<file path="config.mk">
export PLATFORM = sky130hd
export DESIGN_NAME = xbar_sub_buffer_flat
export DESIGN_NICKNAME = d
export VERILOG_FILES = /design/src/source/xbar_pkg.sv /design/src/source/mpc_types.sv /design/src/source/xbar_ifs.sv /design/src/source/xbar_sub_buffer.sv /design/src/flat_wrapper.sv
export VERILOG_INCLUDE_DIRS = /design/src /design/src/source
export SDC_FILE = /design/constraint.sdc
export NUM_CORES = 2
export LEC_CHECK = 0
export BUFFER_PORTS_ARGS = -buffer_cell sky130_fd_sc_hd__buf_4
export CELL_PAD_IN_SITES_DETAIL_PLACEMENT = 2
export CELL_PAD_IN_SITES_GLOBAL_PLACEMENT = 2
export CORE_ASPECT_RATIO = 1.2
export CORE_UTILIZATION = 30
export CTS_BUF_LIST = sky130_fd_sc_hd__clkbuf_8 sky130_fd_sc_hd__clkbuf_16
export DETAILED_ROUTE_END_ITERATION = 16
export PLACE_DENSITY = 0.73
export SYNTH_ARGS = -nofsm -noshare
export SYNTH_HDL_FRONTEND = slang
export SYNTH_SLANG_ARGS = --single-unit
</file>
<file path="constraint.sdc">
create_clock -name clk -period 5.5 [get_ports clk]
set_input_delay 1.65 -clock clk [delete_from_list [all_inputs] [get_ports clk]]
set_output_delay 1.65 -clock clk [all_outputs]
set_load 0.02 [all_outputs]
</file>
<file path="src/source/mpc_params.svh">
`ifndef MPC_PARAMS_SVH
`define MPC_PARAMS_SVH

// Crossbar dimensions.
`define MPC_NUM_CH      3
`define MPC_NUM_BANK    4
`define MPC_BUF_DEPTH   8

// Request fields. Tag, set, bank and offset add up to the address width.
`define MPC_OP_W        3
`define MPC_ADDR_W      32
`define MPC_DATA_W      128
`define MPC_TAG_W       20
`define MPC_SET_W       6
`define MPC_BANK_W      2
`define MPC_OFFSET_W    4

`endif
</file>
<file path="src/source/xbar_pkg.sv">
package xbar_pkg;

`include "mpc_params.svh"

    // One bit per requester channel.
    typedef logic [`MPC_NUM_CH-1:0] ch_1hot_t;

    // One bit per buffer entry.
    typedef logic [`MPC_BUF_DEPTH-1:0] entry_1hot_t;

    typedef logic [$clog2(`MPC_BUF_DEPTH)-1:0] entry_id_t;

    typedef logic [$clog2(`MPC_NUM_BANK)-1:0] bank_id_t;

endpackage

</file>
<file path="src/source/mpc_types.sv">
package mpc_types;

`include "mpc_params.svh"

    typedef enum logic [`MPC_OP_W-1:0] {
        MPC_OP_READ     = 3'd0,
        MPC_OP_WRITE    = 3'd1,
        MPC_OP_FLUSH    = 3'd2,
        MPC_OP_INVAL    = 3'd3,
        MPC_OP_CLEAN    = 3'd4,
        MPC_OP_PREFETCH = 3'd5,
        MPC_OP_RSVD6    = 3'd6,
        MPC_OP_RSVD7    = 3'd7
    } mpc_op_e;

    // Bank sits between the set index and the line offset.
    typedef struct packed {
        logic [`MPC_TAG_W-1:0]    tag;
        logic [`MPC_SET_W-1:0]    set;
        logic [`MPC_BANK_W-1:0]   bank;
        logic [`MPC_OFFSET_W-1:0] offset;
    } mpc_addr_fields_t;

    typedef union packed {
        logic [`MPC_ADDR_W-1:0] raw;
        mpc_addr_fields_t       fld;
    } mpc_addr_u;

    typedef struct packed {
        mpc_op_e                op;
        mpc_addr_u              addr;
        logic [`MPC_DATA_W-1:0] data;
    } mpc_req_t;

endpackage

</file>
<file path="src/source/xbar_ifs.sv">
`timescale 1ns/1ps

`include "mpc_params.svh"

// Write side of one channel buffer.
interface ch_wr_if
    import mpc_types::*, xbar_pkg::*;
();
    logic        wen;
    entry_id_t   w_entry_id;
    bank_id_t    w_bank;
    mpc_req_t    w_req;
    entry_1hot_t free;

    modport ingress (output wen, w_entry_id, w_bank, w_req, input free);
    modport buffer  (input wen, w_entry_id, w_bank, w_req, output free);
endinterface

// Read side of one channel buffer, one head per bank.
interface ch_rd_if
    import mpc_types::*, xbar_pkg::*;
();
    logic [`MPC_NUM_BANK-1:0] head_valid;
    entry_1hot_t              head_1hot [`MPC_NUM_BANK];
    mpc_req_t                 head_req  [`MPC_NUM_BANK];
    logic                     pop;
    entry_1hot_t              pop_1hot;

    modport buffer  (output head_valid, head_1hot, head_req, input pop, pop_1hot);
    modport arbiter (input head_valid, head_1hot, head_req, output pop, pop_1hot);
endinterface

</file>
<file path="src/source/xbar_sub_buffer.sv">
`timescale 1ns/1ps

`include "mpc_params.svh"

module xbar_sub_buffer
    import mpc_types::*, xbar_pkg::*;
(
    input  logic    clk,
    input  logic    rst_n,

    ch_wr_if.buffer wr,
    ch_rd_if.buffer rd
);

mpc_req_t    req_q   [`MPC_BUF_DEPTH];
bank_id_t    bank_q  [`MPC_BUF_DEPTH];
entry_1hot_t valid_q;
// Bit j of row i is set when entry j arrived before entry i.
entry_1hot_t older_q [`MPC_BUF_DEPTH];

entry_1hot_t wr_mask;
entry_1hot_t rel_mask;

assign wr_mask  = wr.wen ? (entry_1hot_t'(1) << wr.w_entry_id) : '0;
assign rel_mask = rd.pop ? rd.pop_1hot : '0;
assign wr.free  = ~valid_q;

// ------------------------------
// Entry state
// ------------------------------

always_ff @(posedge clk or negedge rst_n)
begin
    if (!rst_n)
    begin
        valid_q <= '0;
        for (int i = 0; i < `MPC_BUF_DEPTH; i++)
            older_q[i] <= '0;
    end
    else
    begin
        valid_q <= (valid_q & ~rel_mask) | wr_mask;
        for (int i = 0; i < `MPC_BUF_DEPTH; i++)
        begin
            if (wr_mask[i])
                older_q[i] <= valid_q & ~rel_mask;
            else
                older_q[i] <= older_q[i] & ~rel_mask;
        end
    end
end

always_ff @(posedge clk)
begin
    for (int i = 0; i < `MPC_BUF_DEPTH; i++)
    begin
        if (wr_mask[i])
        begin
            req_q[i]  <= wr.w_req;
            bank_q[i] <= wr.w_bank;
        end
    end
end

// ------------------------------
// Per-bank head selection
// ------------------------------

for (genvar b = 0; b < `MPC_NUM_BANK; b++)
begin : bank_gen
    entry_1hot_t match;
    entry_1hot_t head;
    mpc_req_t    head_req;

    always_comb
    begin
        for (int i = 0; i < `MPC_BUF_DEPTH; i++)
            match[i] = valid_q[i] & (bank_q[i] == bank_id_t'(b));
    end

    // The head is the matching entry with no older match.
    always_comb
    begin
        head     = '0;
        head_req = '0;
        for (int i = 0; i < `MPC_BUF_DEPTH; i++)
        begin
            if (match[i] && !(|(older_q[i] & match)))
            begin
                head[i]  = 1'b1;
                head_req = req_q[i];
            end
        end
    end

    assign rd.head_valid[b] = |head;
    assign rd.head_1hot[b]  = head;
    assign rd.head_req[b]   = head_req;
end

endmodule

</file>
<file path="src/flat_wrapper.sv">
// flat-port wrapper written by rule: the top's interface ports become plain ports
module xbar_sub_buffer_flat import mpc_types::*, xbar_pkg::*;
  (clk, rst_n, wr_wen, wr_w_entry_id, wr_w_bank, wr_w_req, wr_free, rd_head_valid, rd_head_1hot, rd_head_req, rd_pop, rd_pop_1hot);
  ch_wr_if wr_i ();
  ch_rd_if rd_i ();
  input  logic clk;
  input  logic rst_n;
  input wire logic [$bits(wr_i.wen)-1:0] wr_wen;
  input wire logic [$bits(wr_i.w_entry_id)-1:0] wr_w_entry_id;
  input wire logic [$bits(wr_i.w_bank)-1:0] wr_w_bank;
  input wire logic [$bits(wr_i.w_req)-1:0] wr_w_req;
  output wire logic [$bits(wr_i.free)-1:0] wr_free;
  output wire logic [$bits(rd_i.head_valid)-1:0] rd_head_valid;
  output wire logic [$bits(rd_i.head_1hot)-1:0] rd_head_1hot;
  output wire logic [$bits(rd_i.head_req)-1:0] rd_head_req;
  input wire logic [$bits(rd_i.pop)-1:0] rd_pop;
  input wire logic [$bits(rd_i.pop_1hot)-1:0] rd_pop_1hot;
  assign wr_i.wen = wr_wen;
  assign wr_i.w_entry_id = wr_w_entry_id;
  assign wr_i.w_bank = wr_w_bank;
  assign wr_i.w_req = wr_w_req;
  assign wr_free = wr_i.free;
  assign rd_head_valid = rd_i.head_valid;
  assign rd_head_1hot = {>>{rd_i.head_1hot}};
  assign rd_head_req = {>>{rd_i.head_req}};
  assign rd_i.pop = rd_pop;
  assign rd_i.pop_1hot = rd_pop_1hot;
  xbar_sub_buffer u_core (.clk(clk), .rst_n(rst_n), .wr(wr_i), .rd(rd_i));
endmodule
</file>
# Word level (Yosys, flattened, before mapping)
# Memories as Yosys holds them, arrays and structs flattened.
# Index checks and enable logic that the tools add are counted.
# totals
reg_bits	72
mem_bits_rw	1320
input_bits	180
out_inout_bits	696
wordCells	310
mem_count	2
# mem_list
memory	depth	word_bits	rd	rd_ports_with_merged_regs	wr	line	source
u_core.req_q	8	163	8	0	8	xbar_sub_buffer.sv:15	mpc_req_t req_q [`MPC_BUF_DEPTH];
u_core.bank_q	8	2	8	0	8	xbar_sub_buffer.sv:16	bank_id_t bank_q [`MPC_BUF_DEPTH];
# op_classes
eq_ne	24
n_shift	1
n_mux	90
bitwise_logic	76
reduce_logical	108
# op_table
cell	n
$mux W163	32
$and A8 B8 Y8	41
$reduce_or A8 Y1	36
$mux W8	10
$mux W1	48
$and A1 B1 Y1	32
$eq A2 B2 Y1 const B	16
$logic_and A1 B1 Y1	32
$logic_not A1 Y1	32
$eq A2 B1 Y1 const B	8
$logic_not A2 Y1	8
$not A8 Y8	2
$or A8 B8 Y8	1
$shl A1 B3 Y8 const A	1

# Depth between registers and ports, before layout
# logic_depth
depth_word	14
ltp_mapped	13

# Worst setup path after synthesis
# No wires, ideal clock.
# synth_path
path_kind	input -> register
from	input port wr_wen
to	memory u_core.bank_q[1][2] (netlist name) (enable)
arrival_time_ns	5.409
required_time_ns	3.969
slack_ns	-1.440
path_stages	5
path_buffers	2
cell_sequence	clkbuf_1 > nor2b_1 > clkbuf_1 > nand3_1 > clkinv_1
# synth_rtl
element	line	source
start: declaration	flat_wrapper.sv:8	input wire logic [$bits(wr_i.wen)-1:0] wr_wen;
end: declaration	xbar_sub_buffer.sv:16	

==> impl_metrics.csv <==
group,metric,value,unit
sta,fmax,164,MHz
layout,final_cell_mix,"buf_4, edfxtp_1, nor2_1, nand3_1, nand2_1",
clocking,cts.path.max_buffers,4,
sta,finalWorstSetupSlack,-0.579,ns
global_route,grt_max_degree,94,
synthesis,ys_types,72,
global_route,gr-usage-all-layers,44.5,%
layout,finalInstanceArea,122000,sq um
worst_setup_path,crit_type,"reg2out",
worst_setup_path,crit_required,3.85,ns
sta,tightest_slew,1.16,ns
worst_setup_path,end_kind,"primary output",
global_route,grt_overflow,0,
synthesis,syn_avg_cell_area,9.59,sq um
worst_setup_path,cp_cell_sequence,"buf_4 > and3_2 > a221o_1 > nor3_2 > nor2b_4 > buf_4 > bufbuf_16 > a221oi_1 > o311ai_0 > buf_4 > buf_4",
routing,antenna_left,0,
sta,finalHoldViolCount,0,
placement,port_buffers,875,
layout,final_common_cell,"buf_4",
worst_setup_path,crit_top_cell,"buf_4",
clocking,clkTransAtPathRegs,0.06,ns
clocking,cts-buffers-inserted,178,
status,violations,"negative setup slack",
worst_hold_path,hold_class,"reg2reg",
synthesis,synthXorXnorAreaFrac,0,%
synthesis,synth_edf_count,1320,
global_route,grt_pass1_vias,111000,
layout,fillers,29600,
die,core_area,289000,sq um
clocking,cts.sinks,1392,
sta,tns,-208.11,ns
clocking,worstSkewPairLatency,0.89,ns
placement,hpwl,374000,um
routing,wl,706000,um
synthesis,synthFlopType,"edfxtp_1",
die,dieArea,293000,sq um
die,die_width,494,um
sta,final_max_slew_viol_count,0,
placement,placed_area,104000,sq um
die,io-pin-count,876,
layout,syn_to_final_growth,39.7,%
worst_setup_path,cp_data_arrival_time,4.43,ns
routing,wl_per_cell,49.4,um
sta,grt_setup_unrepaired,"true",
routing,drtIter0Drc,19800,
synthesis,ys_ff_latch,1392,
worst_setup_path,crit_family,"buffers and inverters",
clocking,clock-root-buffer,"clkbuf_16",
synthesis,async_flop_share,5.17,%
routing,dr.pass1.iters,9,
routing,vias_per_cell,7.71,
synthesis,synth_top_cell_by_area,"edfxtp_1",
sta,setup_viol,653,
status,status,"finished with violations",
synthesis,yosysWarnings,0,
clocking,tritoncts,"built",
routing,route.detailed.drc,0,
pwr,p_leak,42.2,nW
worst_setup_path,worst_setup_path_start_kind,"flip-flop",
worst_setup_path,cpPeakStageDelay,0.52,ns
pwr,p_per_area,294,nW/um^2
global_route,antenna_found_initial,64,
synthesis,synthTopCellsByArea,"edfxtp_1, a221oi_1, o221ai_1",
sta,min_period,6.08,ns
pwr,peakVddDrop,232,uV
clocking,h-tree-depth,4,
die,num_rows,216,
synthesis,synth_top_area_share,45.4,%
sta,fin_skew,0.0409,ns
synthesis,ys_seq_area_share,47.5,%
synthesis,syn_area,87300,sq um
clocking,postCtsHoldBufs,0,
synthesis,synth_top_family_by_area,"compound AO/OA/AOI/OAI gates",
synthesis,synth_mux_area_share,0.0115,%
synthesis,syn-num-nets,9288,
layout,drive_gt1_share,28.0,%
routing,vias,110000,
worst_setup_path,critPathMaxFanout,17,
worst_setup_path,crit_slowest_cell,"o311ai_0",
worst_setup_path,path_buf_inv,5,
flow_run,cap_violations,0,
synthesis,synth_compound_area_share,33.0,%
placement,gp_congestion,0.970,
synthesis,synth_cells,9108,
die,initial_core_util,30.2,%
sta,period_share,111,%
synthesis,synth-simple-area-share,13.5,%
global_route,grt_pass1_wl,920000,um
layout,nets,10500,
synthesis,synth-adder-area-share,0,%
sta,relSlewSlack,22.5,%
die,fp.dieH,593,um
pwr,fin_total_pwr,0.0358,W
==> state kept, by name, summed over array words and instances, names as in the netlist <==
register        cells
u_core.older_q     64
u_core.bank_q      16
u_core.valid_q      8
u_core.req_q     1304
==> cell usage after synthesis (6+ instances only) <==
master	count
edfxtp_1	1320
buf_6	8
a221o_1	324
nor2_1	978
o22ai_1	166
o311ai_1	220
o311ai_0	263
buf_1	135
nor3b_1	6
nand4_1	37
nor3_1	177
a22o_1	9
nand2_1	644
and3_1	12
o21ai_0	331
nand3_1	667
a221oi_1	490
a22oi_1	23
o221ai_1	489
and3b_1	14
a211oi_1	164
and2_1	13
clkbuf_1	961
dfrtp_1	72
inv_1	43
o2111ai_1	10
clkbuf_2	9
a2111o_1	7
a2111oi_0	170
nand4b_1	29
o211ai_1	7
a21o_1	325
nand2b_1	6
buf_2	144
and4b_1	14
a211o_1	165
clkinv_1	8
a21oi_1	556
nor4bb_1	19
==> what timing repair did <==
action                     CTS  global route
setup endpoints to repair  660           654
setup buffers              216           110
gates cloned                99            54
pin swaps                  120            57
resized for setup          834           323
==> logic make-up after synthesis <==
logic type | after synthesis
and+or+nand+nor | 2656
AOI/OAI and AO/OA | 3742
buffers and inverters | 1317
muxes | 1
DFF | 1392
==> layer usage <==
layer | wire, um | vias up | part of all wire, % | track usage (%)
li1 | - | 39600 | - | -
met1 | 239000 | 55300 | 34 | 51.9
met2 | 296000 | 11400 | 42 | 66.4
met3 | 102000 | 3756 | 14 | 15.7
met4 | 68700 | 46 | 9.7 | 34.9
met5 | 343 | - | 0.049 | 0
==> power breakdown <==
group	switching, W	internal [W]
clock	0.00535	0.00706
combinational	0.00670	0.00422
sequential	0.000521	0.0120
==> worst paths after layout <==
path | cells after the start | to | startpoint | slack, ns
setup reg to reg | 3 | u_core.valid_q[0]$_DFF_PN0_ | u_core.valid_q[0]$_DFF_PN0_ | 3.57
hold reg to reg | 2 | u_core.older_q[10]$_DFF_PN0_ | u_core.older_q[10]$_DFF_PN0_ | 0.61
min in group asynchronous | 1 | u_core.older_q[48]$_DFF_PN0_ | rst_n | 0.95
max in group asynchronous | 1 | u_core.valid_q[7]$_DFF_PN0_ | rst_n | 3.77
setup / recovery | 11 | rd_head_req[57] | u_core.bank_q[0][3]$_DFFE_PP_ | -0.58
hold / removal | 2 | u_core.older_q[10]$_DFF_PN0_ | u_core.older_q[10]$_DFF_PN0_ | 0.61
==> worst reg2reg max path: cells and delay by family (launching register included) <==
family / cells / cell delay, ns
AO/OA/AOI/OAI: 1 / 0.81
flip-flops: 1 / 0.49
buffers and inverters: 2 / 0.42
==> metrics by stage <==
step                      setup slack (ns)  hold WS (ns)  std cells  utilization (%)
after CTS                           -0.453         0.599      14100             41.0
after floorplan                      0.387         0.517       9108                -
final                               -0.579         0.607      14300             42.2
after detailed placement            -0.868         0.594      13500             36.1
after global placement               -1.22         0.570      13500             36.0
after global routing                -0.581         0.621      14300             42.2
==> cell type report <==
type | instances | area [sq um] | area share, %
diodes | 41 | 103 | 0.0841
repair inverters | 2 | 17.5 | 0.0144
flip-flops and latches | 1392 | 41400 | 34.0
inverters | 57 | 503 | 0.412
clock inverters | 127 | 1260 | 1.03
repair buffers | 2276 | 25700 | 21.1
multi-input cells | 6399 | 43600 | 35.8
well taps | 3815 | 4770 | 3.91
clock buffers | 182 | 4520 | 3.71
No activity file was read; power rests on OpenSTA's default activity.
